--- config.mk ---
export PLATFORM = sky130hd
export DESIGN_NAME = msrh_store_unit
export DESIGN_NICKNAME = d
export VERILOG_FILES = /design/src/rtl/msrh_pkg.sv /design/src/rtl/msrh_lsu_pkg.sv /design/src/rtl/msrh_disp_pickup.sv /design/src/rtl/msrh_stq_entry.sv /design/src/rtl/msrh_stq.sv /design/src/rtl/msrh_store_drain.sv /design/src/rtl/msrh_store_unit.sv
export VERILOG_INCLUDE_DIRS = /design/src /design/src/rtl
export SDC_FILE = /design/constraint.sdc
export NUM_CORES = 1
export LEC_CHECK = 0
export ABC_AREA = 1
export BUFFER_PORTS_ARGS = -buffer_cell sky130_fd_sc_hd__buf_2
export CORE_MARGIN = 4
export CORE_UTILIZATION = 57
export CTS_CLUSTER_SIZE = 25
export DETAILED_ROUTE_END_ITERATION = 6
export GPL_TIMING_DRIVEN = 0
export PLACE_DENSITY = 0.76
export SLEW_MARGIN = 20
export SYNTH_ARGS = -nofsm -noshare
export SYNTH_HDL_FRONTEND = slang
export SYNTH_HIERARCHICAL = 1
export SYNTH_SLANG_ARGS = --single-unit
--- constraint.sdc ---
create_clock -name i_clk -period 10.32 [get_ports i_clk]
set_input_delay 1.548 -clock i_clk [delete_from_list [all_inputs] [get_ports i_clk]]
set_output_delay 1.548 -clock i_clk [all_outputs]
set_load 0.005 [all_outputs]
--- src/rtl/msrh_params.svh ---
`ifndef MSRH_PARAMS_SVH
`define MSRH_PARAMS_SVH

// ======================================================================
// Core sizes
// ======================================================================
`define MSRH_DISP_SIZE      2
`define MSRH_MEM_DISP_SIZE  2
`define MSRH_STQ_SIZE       8

// ======================================================================
// Field widths
// ======================================================================
`define MSRH_CMT_ID_W       6
`define MSRH_REG_TAG_W      6
`define MSRH_ADDR_W         32
`define MSRH_DATA_W         32

`endif

--- src/rtl/msrh_pkg.sv ---
`include "msrh_params.svh"

package msrh_pkg;

  // One slot of a dispatch group
  typedef struct packed {
    logic                        store;
    logic [`MSRH_REG_TAG_W-1:0]  reg_tag;
  } disp_t;

  typedef struct packed {
    disp_t [`MSRH_DISP_SIZE-1:0] inst;
    logic [`MSRH_CMT_ID_W-1:0]   cmt_id;
  } disp_grp_t;

  // Sent into the LSU pipe on replay
  typedef struct packed {
    logic [`MSRH_CMT_ID_W-1:0]   cmt_id;
    logic [`MSRH_DISP_SIZE-1:0]  grp_id;
    logic [`MSRH_REG_TAG_W-1:0]  reg_tag;
    logic [`MSRH_STQ_SIZE-1:0]   oh_idx;
  } issue_t;

  // grp_id is the mask of committed slots
  typedef struct packed {
    logic                        valid;
    logic [`MSRH_CMT_ID_W-1:0]   cmt_id;
    logic [`MSRH_DISP_SIZE-1:0]  grp_id;
  } commit_blk_t;

  typedef struct packed {
    logic                        valid;
    logic [`MSRH_CMT_ID_W-1:0]   cmt_id;
    logic [`MSRH_DISP_SIZE-1:0]  grp_id;
    logic                        exc_vld;
  } done_rpt_t;

endpackage

--- src/rtl/msrh_lsu_pkg.sv ---
`include "msrh_params.svh"

package msrh_lsu_pkg;

  typedef enum logic [2:0] {
    INIT,
    READY,
    ISSUED,
    ADDR_DONE,
    WAIT_COMMIT,
    COMMIT
  } stq_state_t;

  typedef struct packed {
    stq_state_t                  state;
    logic [`MSRH_CMT_ID_W-1:0]   cmt_id;
    logic [`MSRH_DISP_SIZE-1:0]  grp_id;
    msrh_pkg::issue_t            inst;
    logic [`MSRH_ADDR_W-1:0]     addr;
    logic [`MSRH_DATA_W-1:0]     data;
  } stq_entry_t;

  // Result from LSU pipe EX2 for the entry in index_oh
  typedef struct packed {
    logic                        valid;
    logic [`MSRH_STQ_SIZE-1:0]   index_oh;
    logic                        tlb_miss;
    logic [`MSRH_ADDR_W-1:0]     addr;
    logic [`MSRH_DATA_W-1:0]     data;
  } ex2_q_update_t;

  typedef struct packed {
    logic                        valid;
    logic [`MSRH_ADDR_W-1:0]     addr;
    logic [`MSRH_DATA_W-1:0]     data;
  } drain_req_t;

  typedef struct packed {
    logic [`MSRH_ADDR_W-1:0]     paddr;
    logic [`MSRH_DATA_W-1:0]     pwdata;
    logic                        psel;
    logic                        penable;
    logic                        pwrite;
  } apb_req_t;

endpackage

--- src/rtl/msrh_disp_pickup.sv ---
`timescale 1ns/1ps
`include "msrh_params.svh"

module msrh_disp_pickup (
  input  logic [`MSRH_DISP_SIZE-1:0]     i_disp_valid,
  input  msrh_pkg::disp_grp_t            i_disp,
  output logic [`MSRH_MEM_DISP_SIZE-1:0] o_pick_valid,
  output msrh_pkg::disp_t                o_pick[`MSRH_MEM_DISP_SIZE],
  output logic [`MSRH_DISP_SIZE-1:0]     o_pick_grp_id[`MSRH_MEM_DISP_SIZE]
);

  // Pack valid stores into the lowest free write ports, in slot order
  always_comb begin
    int port;
    port = 0;
    o_pick_valid = '0;
    for (int p = 0; p < `MSRH_MEM_DISP_SIZE; p++) begin
      o_pick[p]        = '0;
      o_pick_grp_id[p] = '0;
    end
    for (int s = 0; s < `MSRH_DISP_SIZE; s++) begin
      if (i_disp_valid[s] && i_disp.inst[s].store && (port < `MSRH_MEM_DISP_SIZE)) begin
        o_pick_valid[port]     = 1'b1;
        o_pick[port]           = i_disp.inst[s];
        // slot position becomes the one-hot group id
        o_pick_grp_id[port]    = '0;
        o_pick_grp_id[port][s] = 1'b1;
        port = port + 1;
      end
    end
  end

endmodule

--- src/rtl/msrh_stq_entry.sv ---
`timescale 1ns/1ps
`include "msrh_params.svh"

module msrh_stq_entry (
  input  logic                        i_clk,
  input  logic                        i_reset_n,

  input  logic                        i_disp_load,
  input  logic [`MSRH_CMT_ID_W-1:0]   i_disp_cmt_id,
  input  logic [`MSRH_DISP_SIZE-1:0]  i_disp_grp_id,
  input  msrh_pkg::disp_t             i_disp,
  input  logic [`MSRH_STQ_SIZE-1:0]   i_queue_index,

  input  logic                        i_replay_accept,
  input  logic                        i_ex2_valid,
  input  msrh_lsu_pkg::ex2_q_update_t i_ex2_update,
  input  logic                        i_done_taken,
  input  msrh_pkg::commit_blk_t       i_commit,
  input  logic                        i_drain_taken,

  output msrh_lsu_pkg::stq_entry_t    o_entry
);

  msrh_lsu_pkg::stq_state_t r_state;
  msrh_pkg::issue_t         r_inst;
  logic [`MSRH_ADDR_W-1:0]  r_addr;
  logic [`MSRH_DATA_W-1:0]  r_data;
  logic                     w_commit_hit;

  assign w_commit_hit = i_commit.valid && (i_commit.cmt_id == r_inst.cmt_id) &&
                        |(i_commit.grp_id & r_inst.grp_id);

  // ======================================================================
  // Entry state machine
  // ======================================================================
  always_ff @(posedge i_clk) begin
    if (!i_reset_n) begin
      r_state <= msrh_lsu_pkg::INIT;
    end else begin
      unique case (r_state)
        msrh_lsu_pkg::INIT: begin
          if (i_disp_load) r_state <= msrh_lsu_pkg::READY;
        end
        msrh_lsu_pkg::READY: begin
          if (i_replay_accept) r_state <= msrh_lsu_pkg::ISSUED;
        end
        msrh_lsu_pkg::ISSUED: begin
          // TLB miss goes back for another replay
          if (i_ex2_valid) begin
            r_state <= i_ex2_update.tlb_miss ? msrh_lsu_pkg::READY : msrh_lsu_pkg::ADDR_DONE;
          end
        end
        msrh_lsu_pkg::ADDR_DONE: begin
          if (i_done_taken) r_state <= msrh_lsu_pkg::WAIT_COMMIT;
        end
        msrh_lsu_pkg::WAIT_COMMIT: begin
          if (w_commit_hit) r_state <= msrh_lsu_pkg::COMMIT;
        end
        msrh_lsu_pkg::COMMIT: begin
          if (i_drain_taken) r_state <= msrh_lsu_pkg::INIT;
        end
        default: r_state <= msrh_lsu_pkg::INIT;
      endcase
    end
  end

  // Payload capture
  always_ff @(posedge i_clk) begin
    if (i_disp_load) begin
      r_inst.cmt_id  <= i_disp_cmt_id;
      r_inst.grp_id  <= i_disp_grp_id;
      r_inst.reg_tag <= i_disp.reg_tag;
      r_inst.oh_idx  <= i_queue_index;
    end
    if (i_ex2_valid && !i_ex2_update.tlb_miss) begin
      r_addr <= i_ex2_update.addr;
      r_data <= i_ex2_update.data;
    end
  end

  assign o_entry.state  = r_state;
  assign o_entry.cmt_id = r_inst.cmt_id;
  assign o_entry.grp_id = r_inst.grp_id;
  assign o_entry.inst   = r_inst;
  assign o_entry.addr   = r_addr;
  assign o_entry.data   = r_data;

  // Pipe results only for entries that were replayed
  a_ex2_in_issued: assert property (@(posedge i_clk) disable iff (!i_reset_n)
    i_ex2_valid |-> r_state == msrh_lsu_pkg::ISSUED);

endmodule

--- src/rtl/msrh_stq.sv ---
`timescale 1ns/1ps
`include "msrh_params.svh"

module msrh_stq (
  input  logic                        i_clk,
  input  logic                        i_reset_n,

  input  logic [`MSRH_DISP_SIZE-1:0]  i_disp_valid,
  input  msrh_pkg::disp_grp_t         i_disp,
  output logic                        o_disp_ready,

  output logic                        o_replay_valid,
  output msrh_pkg::issue_t            o_replay_issue,
  input  logic                        i_replay_ready,
  input  msrh_lsu_pkg::ex2_q_update_t i_ex2_update,

  input  msrh_pkg::commit_blk_t       i_commit,
  output msrh_pkg::done_rpt_t         o_done_report,

  output msrh_lsu_pkg::drain_req_t    o_drain_req,
  input  logic                        i_drain_ready
);

  localparam int SIZE  = `MSRH_STQ_SIZE;
  localparam int PTR_W = $clog2(`MSRH_STQ_SIZE);
  localparam int CNT_W = PTR_W + 1;

  logic [`MSRH_MEM_DISP_SIZE-1:0]      w_pick_valid;
  msrh_pkg::disp_t                     w_pick[`MSRH_MEM_DISP_SIZE];
  logic [`MSRH_DISP_SIZE-1:0]          w_pick_grp_id[`MSRH_MEM_DISP_SIZE];
  logic [CNT_W-1:0]                    w_pick_num;

  msrh_lsu_pkg::stq_entry_t [SIZE-1:0] w_entries;
  logic [SIZE-1:0]                     w_ready_vec;
  logic [SIZE-1:0]                     w_ready_oh;
  logic [SIZE-1:0]                     w_done_vec;
  logic [SIZE-1:0]                     w_done_oh;
  msrh_lsu_pkg::stq_entry_t            w_replay_entry;
  msrh_lsu_pkg::stq_entry_t            w_done_entry;
  msrh_lsu_pkg::stq_entry_t            w_head;
  logic                                w_drain_fire;

  logic [PTR_W-1:0]                    r_in_ptr;
  logic [PTR_W-1:0]                    r_out_ptr;
  logic [CNT_W-1:0]                    r_count;

  function automatic logic [SIZE-1:0] lowest_oh(input logic [SIZE-1:0] vec);
    return vec & (~vec + SIZE'(1));
  endfunction

  function automatic msrh_lsu_pkg::stq_entry_t select_entry(
    input logic [SIZE-1:0]                     oh,
    input msrh_lsu_pkg::stq_entry_t [SIZE-1:0] entries
  );
    msrh_lsu_pkg::stq_entry_t sel;
    sel = '0;
    for (int i = 0; i < SIZE; i++) begin
      if (oh[i]) sel = entries[i];
    end
    return sel;
  endfunction

  msrh_disp_pickup u_msrh_disp_pickup (
    .i_disp_valid  (i_disp_valid),
    .i_disp        (i_disp),
    .o_pick_valid  (w_pick_valid),
    .o_pick        (w_pick),
    .o_pick_grp_id (w_pick_grp_id)
  );

  always_comb begin
    w_pick_num = '0;
    for (int p = 0; p < `MSRH_MEM_DISP_SIZE; p++) begin
      w_pick_num = w_pick_num + CNT_W'(w_pick_valid[p]);
    end
  end

  // ======================================================================
  // Pointers and occupancy
  // ======================================================================
  assign w_drain_fire = o_drain_req.valid && i_drain_ready;
  assign o_disp_ready = r_count <= CNT_W'(SIZE - `MSRH_MEM_DISP_SIZE);

  always_ff @(posedge i_clk) begin
    if (!i_reset_n) begin
      r_in_ptr  <= '0;
      r_out_ptr <= '0;
      r_count   <= '0;
    end else begin
      r_in_ptr  <= r_in_ptr + w_pick_num[PTR_W-1:0];
      r_out_ptr <= r_out_ptr + PTR_W'(w_drain_fire);
      r_count   <= r_count + w_pick_num - CNT_W'(w_drain_fire);
    end
  end

  // ======================================================================
  // Entries
  // ======================================================================
  generate
    for (genvar s = 0; s < SIZE; s++) begin : g_entry
      logic                       w_load;
      msrh_pkg::disp_t            w_disp;
      logic [`MSRH_DISP_SIZE-1:0] w_grp_id;

      // Write port p lands at in_ptr + p
      always_comb begin
        w_load   = 1'b0;
        w_disp   = '0;
        w_grp_id = '0;
        for (int p = 0; p < `MSRH_MEM_DISP_SIZE; p++) begin
          if (w_pick_valid[p] && (r_in_ptr + PTR_W'(p) == PTR_W'(s))) begin
            w_load   = 1'b1;
            w_disp   = w_pick[p];
            w_grp_id = w_pick_grp_id[p];
          end
        end
      end

      msrh_stq_entry u_msrh_stq_entry (
        .i_clk           (i_clk),
        .i_reset_n       (i_reset_n),
        .i_disp_load     (w_load),
        .i_disp_cmt_id   (i_disp.cmt_id),
        .i_disp_grp_id   (w_grp_id),
        .i_disp          (w_disp),
        .i_queue_index   (SIZE'(1) << s),
        .i_replay_accept (w_ready_oh[s] && i_replay_ready),
        .i_ex2_valid     (i_ex2_update.valid && i_ex2_update.index_oh[s]),
        .i_ex2_update    (i_ex2_update),
        .i_done_taken    (w_done_oh[s]),
        .i_commit        (i_commit),
        .i_drain_taken   (w_drain_fire && (r_out_ptr == PTR_W'(s))),
        .o_entry         (w_entries[s])
      );

      assign w_ready_vec[s] = w_entries[s].state == msrh_lsu_pkg::READY;
      assign w_done_vec[s]  = w_entries[s].state == msrh_lsu_pkg::ADDR_DONE;
    end
  endgenerate

  // Replay the lowest READY entry first
  assign w_ready_oh     = lowest_oh(w_ready_vec);
  assign w_replay_entry = select_entry(w_ready_oh, w_entries);
  assign o_replay_valid = |w_ready_vec;
  assign o_replay_issue = w_replay_entry.inst;

  // Done report is taken in the same cycle
  assign w_done_oh             = lowest_oh(w_done_vec);
  assign w_done_entry          = select_entry(w_done_oh, w_entries);
  assign o_done_report.valid   = |w_done_vec;
  assign o_done_report.cmt_id  = w_done_entry.cmt_id;
  assign o_done_report.grp_id  = w_done_entry.grp_id;
  assign o_done_report.exc_vld = 1'b0;

  // Head entry to the drain
  assign w_head            = w_entries[r_out_ptr];
  assign o_drain_req.valid = w_head.state == msrh_lsu_pkg::COMMIT;
  assign o_drain_req.addr  = w_head.addr;
  assign o_drain_req.data  = w_head.data;

  a_disp_when_ready: assert property (@(posedge i_clk) disable iff (!i_reset_n)
    |i_disp_valid |-> o_disp_ready);
  a_count_bound: assert property (@(posedge i_clk) disable iff (!i_reset_n)
    r_count <= CNT_W'(SIZE));

endmodule

--- src/rtl/msrh_store_drain.sv ---
`timescale 1ns/1ps
`include "msrh_params.svh"

module msrh_store_drain (
  input  logic                     i_clk,
  input  logic                     i_reset_n,

  input  msrh_lsu_pkg::drain_req_t i_drain_req,
  output logic                     o_drain_ready,

  output msrh_lsu_pkg::apb_req_t   o_apb,
  input  logic                     i_pready
);

  typedef enum logic [1:0] {
    IDLE,
    SETUP,
    ACCESS
  } apb_state_t;

  apb_state_t              r_state;
  logic [`MSRH_ADDR_W-1:0] r_addr;
  logic [`MSRH_DATA_W-1:0] r_data;
  logic                    w_accept;

  assign o_drain_ready = r_state == IDLE;
  assign w_accept      = i_drain_req.valid && o_drain_ready;

  always_ff @(posedge i_clk) begin
    if (!i_reset_n) begin
      r_state <= IDLE;
    end else begin
      unique case (r_state)
        IDLE:    if (w_accept) r_state <= SETUP;
        SETUP:   r_state <= ACCESS;
        ACCESS:  if (i_pready) r_state <= IDLE;
        default: r_state <= IDLE;
      endcase
    end
  end

  // Held for the whole transfer
  always_ff @(posedge i_clk) begin
    if (w_accept) begin
      r_addr <= i_drain_req.addr;
      r_data <= i_drain_req.data;
    end
  end

  assign o_apb.paddr   = r_addr;
  assign o_apb.pwdata  = r_data;
  assign o_apb.psel    = r_state != IDLE;
  assign o_apb.penable = r_state == ACCESS;
  assign o_apb.pwrite  = 1'b1;

  a_penable_psel: assert property (@(posedge i_clk) disable iff (!i_reset_n)
    o_apb.penable |-> o_apb.psel);
  a_apb_stable: assert property (@(posedge i_clk) disable iff (!i_reset_n)
    (o_apb.psel && !(o_apb.penable && i_pready)) |=>
      ($stable(o_apb.paddr) && $stable(o_apb.pwdata)));

endmodule

--- src/rtl/msrh_store_unit.sv ---
`timescale 1ns/1ps
`include "msrh_params.svh"

module msrh_store_unit (
  input  logic                        i_clk,
  input  logic                        i_reset_n,

  input  logic [`MSRH_DISP_SIZE-1:0]  i_disp_valid,
  input  msrh_pkg::disp_grp_t         i_disp,
  output logic                        o_disp_ready,

  output logic                        o_replay_valid,
  output msrh_pkg::issue_t            o_replay_issue,
  input  logic                        i_replay_ready,
  input  msrh_lsu_pkg::ex2_q_update_t i_ex2_update,

  input  msrh_pkg::commit_blk_t       i_commit,
  output msrh_pkg::done_rpt_t         o_done_report,

  output msrh_lsu_pkg::apb_req_t      o_apb,
  input  logic                        i_pready
);

  msrh_lsu_pkg::drain_req_t w_drain_req;
  logic                     w_drain_ready;

  msrh_stq u_msrh_stq (
    .i_clk          (i_clk),
    .i_reset_n      (i_reset_n),
    .i_disp_valid   (i_disp_valid),
    .i_disp         (i_disp),
    .o_disp_ready   (o_disp_ready),
    .o_replay_valid (o_replay_valid),
    .o_replay_issue (o_replay_issue),
    .i_replay_ready (i_replay_ready),
    .i_ex2_update   (i_ex2_update),
    .i_commit       (i_commit),
    .o_done_report  (o_done_report),
    .o_drain_req    (w_drain_req),
    .i_drain_ready  (w_drain_ready)
  );

  msrh_store_drain u_msrh_store_drain (
    .i_clk         (i_clk),
    .i_reset_n     (i_reset_n),
    .i_drain_req   (w_drain_req),
    .o_drain_ready (w_drain_ready),
    .o_apb         (o_apb),
    .i_pready      (i_pready)
  );

endmodule

---- Yosys cells after proc, flatten, opt, wreduce, memory -nomap -nowiden ----
Index checks and enable logic that the tools add are counted.
W data, S select, Z words.
word-level totals
  flip-flop bits (word level) ............. 724
  input bits .............................. 109
  output and inout bits ................... 101
cells by class
  $add $sub $neg .......................... 8
  magnitude comparators ................... 7
  eq/ne operators ......................... 122
  multiplexer cells ....................... 142
  bitwise logic cells ..................... 17
  reductions and logical operators ........ 103
operators with widths
  operator               number
  $mux W94               8
  $mux W86               8
  $bmux W97 S3           1
  $mux W3                48
  $pmux W3 S6            8
  $ne A2 B2 Y1 const B   49
  $mux W97               1
  $mux W6                16
  $eq A3 B3 Y1 const B   29
  $logic_and A1 B1 Y1    70
  $eq A3 B2 Y1 const B   22
  $lt A32 B3 Y1 const B  2
  $eq A6 B6 Y1           8
  $reduce_and A6 Y1      8
  $mux W2                22
  $eq A3 B1 Y1 const B   11
  $logic_not A3 Y1       11
  $ge A32 B1 Y1 const B  1
  $ge A32 B2 Y1 const B  1
  $lt A32 B1 Y1 const B  1
  $not A32 Y32           1
  $mux W1                20
  $add A8 B1 Y8 const B  2
  $and A2 B2 Y2          8
  31 further kinds       43

---- Longest topological paths before layout ----
  word-level depth ........................ 13
  mapped depth ............................ 16
  depth with buffers taken out ............ 16

---- Modules after synthesis ----
Netlist, hierarchy kept.
by module, submodules not included
  module            instances  cells an instance  area each (um^2)
  msrh_stq_entry    8          167                3,024.2
  msrh_stq          1          1,519              7,472.2
  msrh_store_drain  1          81                 2,031.9
  msrh_disp_pickup  1          45                 215.2

---- Worst setup path before layout ----
No wires, ideal clock.
  path type ............................... input to register
  start point ............................. in i_ex2_update[73] (netlist bit)
  end point ............................... reg u_msrh_stq.g_entry[5].u_msrh_stq_entry.r_addr[0], enable pin
  arrival time ............................ 4.622 ns
  required time ........................... 9.832 ns
  slack ................................... 5.210 ns
  stages on the path ...................... 5
  path buffers ............................ 1
  cell sequence ........................... clkbuf_1 -> nand2_1 -> inv_1 -> inv_1 -> nor2_1
between the ends
  longest elaborated chain between the ends .. 2
RTL lines
  element               line                   RTL
  from (decl)           msrh_store_unit.sv:15  input msrh_lsu_pkg::ex2_q_update_t i_ex2_update,
  $logic_and A1 B1 Y1   msrh_stq.sv:128        .i_ex2_valid (i_ex2_update.valid && i_ex2_update.index_oh[s]),
  $logic_and A1 B1 Y1   msrh_stq_entry.sv:75   if (i_ex2_valid && !i_ex2_update.tlb_miss) begin
  to (signal assigned)  msrh_stq_entry.sv:76   r_addr <= i_ex2_update.addr;
  to (decl)             msrh_stq_entry.sv:26   logic [`MSRH_ADDR_W-1:0] r_addr;
No other way between the ends.
A chain may end at the register's enable or synchronous reset.

==> metrics.txt <==
Crit. End Element primary output; RR Startpoint u_msrh_stq/r_out_ptr[2]; CTS tree built; Final Util 0.667; final period utilization 0.434; Post-DRT Antenna Nets 0; clock sinks 788; drt drc 2; Worst Hold Launch u_msrh_store_drain/r_state[1]; initial core utilization 0.574; global route overflow 0; R2R setup slack 6.87 ns; setup ws final 5.84 ns; Yosys Warn Count 6; FP Rows 89; Max FO, Critical Path 10; Final nets 3468; die width 252 um; Buffers on Ports 206; largest net degree at the start of global routing 33; drt pass-1 iters 7; HP Class flip-flop to flip-flop; number of global-route vias before repair 23900; Initial DRC Count 2924; drt wl/cell 21.6 um; Least-Margin Pin Slew 1.19 ns; Slew Limit Fails 0; Leakage 15.2 nW; Flop pwr share 0.455; Post-CTS Setup Inserts 0; commonest non-fill, non-tap cells in the layout 752 x edfxtp_1, 647 x nand2_1, 309 x nor2_1; clock share of power 0.312; DRT Wirelength 90600 um; status finished with violations; CORE AREA 58900 sq um; dpl cells 4038; clk_lat worst skew 0.63 ns; violated checks design-rule violations; synthesized instance count 2967; clock slew seen by the registers of the worst setup and hold paths 0.06 ns; num ports 210; root buffer cell clkbuf_16; non-filler cells, final 4185; reg2reg end u_msrh_stq/r_count[2]; Worst Setup Start Kind flip-flop; area delta synth->final 16.1%; sw power 2.67 mW; Final Setup Violations 0; Tot Pwr 8.57 mW; Worst Path Required 8.77 ns; share of cells above drive strength 1 0.167; switching share of power 0.312; VDD IR max 0.180 mV; R2R depth 12; H-tree levels 3; Post-Route Setup TNS 0 ns; Max Clock Freq 223 MHz; Avg Cell Area, Syn 11.4 sq um; minimum clock period 4.48 ns; die span in y 252 um; Final Hold Fails 0; Hold EP u_msrh_store_drain/r_state[1]; first-pass GRT wire length 136000 um; Slew HR 0.205; most common cell after layout, fill and taps aside edfxtp_1; CTS buffer count 78; die area 63300 sq um; Bufs on Longest Clock Path 3; pwr dens 218 nW/um^2; Combinational Power Share 0.234; internal power 5.89 mW; max_cap viols 0; Vias 24500; area of the mapped netlist 33800 sq um; Final Wtd Congestion 0.906; initial antenna violation count 13; Worst Skew 0.0314 ns; cts hold-fix bufs 0; Hold Path Cell Cnt 3; Final HPWL DP 61300 um; DR vias/cell 5.86; crit path DAT 2.93 ns; overall global routing resource usage 0.279; CTS resizes 0; RSZ-0062 raised after global routing false; Setup Slack @ Placement 5.68 ns; WS Path Type flip-flop to primary output
[cell type report]
| cell class | count | area [sq um] |
|---|---|---|
| clock buffers | 99 | 2050 |
| flip-flops and latches | 788 | 23300 |
| inverters | 301 | 1130 |
| fillers | 4100 | 19600 |
| diodes | 7 | 17.5 |
| plain buffers | 167 | 980 |
| repair buffers | 235 | 1750 |
| multi-input cells | 1774 | 8750 |
| clock inverters | 41 | 329 |
| well taps | 773 | 967 |
[critical path, stage by stage, from the launching register on]
cell     delay, ns
dfxtp_1       0.56
nand3_2       0.28
nand3_1       0.33
buf_2         0.34
nor2_1        0.07
nor2_1        0.20
nand3_1       0.15
nor2_1        0.17
nand3_1       0.08
buf_2         0.15
[power by group through the flow]
stage | Sequential, mW | Combinational, mW | Clock, mW
after detailed placement | 3.95 | 1.96 | 0
after global placement | 3.96 | 1.85 | 0
final | 3.89 | 2.00 | 2.67
after global routing | 3.91 | 2.18 | 2.85
after floorplan | 3.93 | 1.22 | 0
after CTS | 3.89 | 1.97 | 2.70
[state kept, by name (all words and copies together), names as in the netlist]
name / cells
u_msrh_store_drain/r_data: 32
u_msrh_stq/g_entry.u_msrh_stq_entry/r_addr: 256
u_msrh_store_drain/r_addr: 32
u_msrh_stq/r_in_ptr: 3
u_msrh_stq/r_count: 4
u_msrh_store_drain/r_state: 2
u_msrh_stq/g_entry.u_msrh_stq_entry/o_entry: 176
u_msrh_stq/g_entry.u_msrh_stq_entry/r_state: 24
u_msrh_stq/r_out_ptr: 3
u_msrh_stq/g_entry.u_msrh_stq_entry/r_data: 256
[stage by stage]
stage	hold slack, ns	instance area [sq um]
floorplan	0.488	34100
global placement	0.501	36100
detailed placement	0.527	36900
CTS	0.547	39200
global route	0.606	39300
finish	0.539	39300
[per-layer routing]
layer  routed length (um)  vias up  global-route usage
li1                     -    11000                   -
met1                35700    11900               0.379
met2                43100     1357               0.456
met3                 8270      233              0.0488
met4                 3470       10               0.112
met5                   72        -                   0
[worst max path at each step]
stage / end / depth (start not counted)
4_1_cts: o_replay_issue[2] / 9
6_report: o_replay_issue[2] / 9
2_1_floorplan: u_msrh_stq/g_entry[5].u_msrh_stq_entry/r_addr[0] / 5
3_5_place_dp: flip-flop / 17
5_1_grt: o_replay_issue[18] / 10
3_3_place_gp: u_msrh_stq/g_entry[3].u_msrh_stq_entry/r_addr[8] / 5
(Power assumes the default switching activity.)
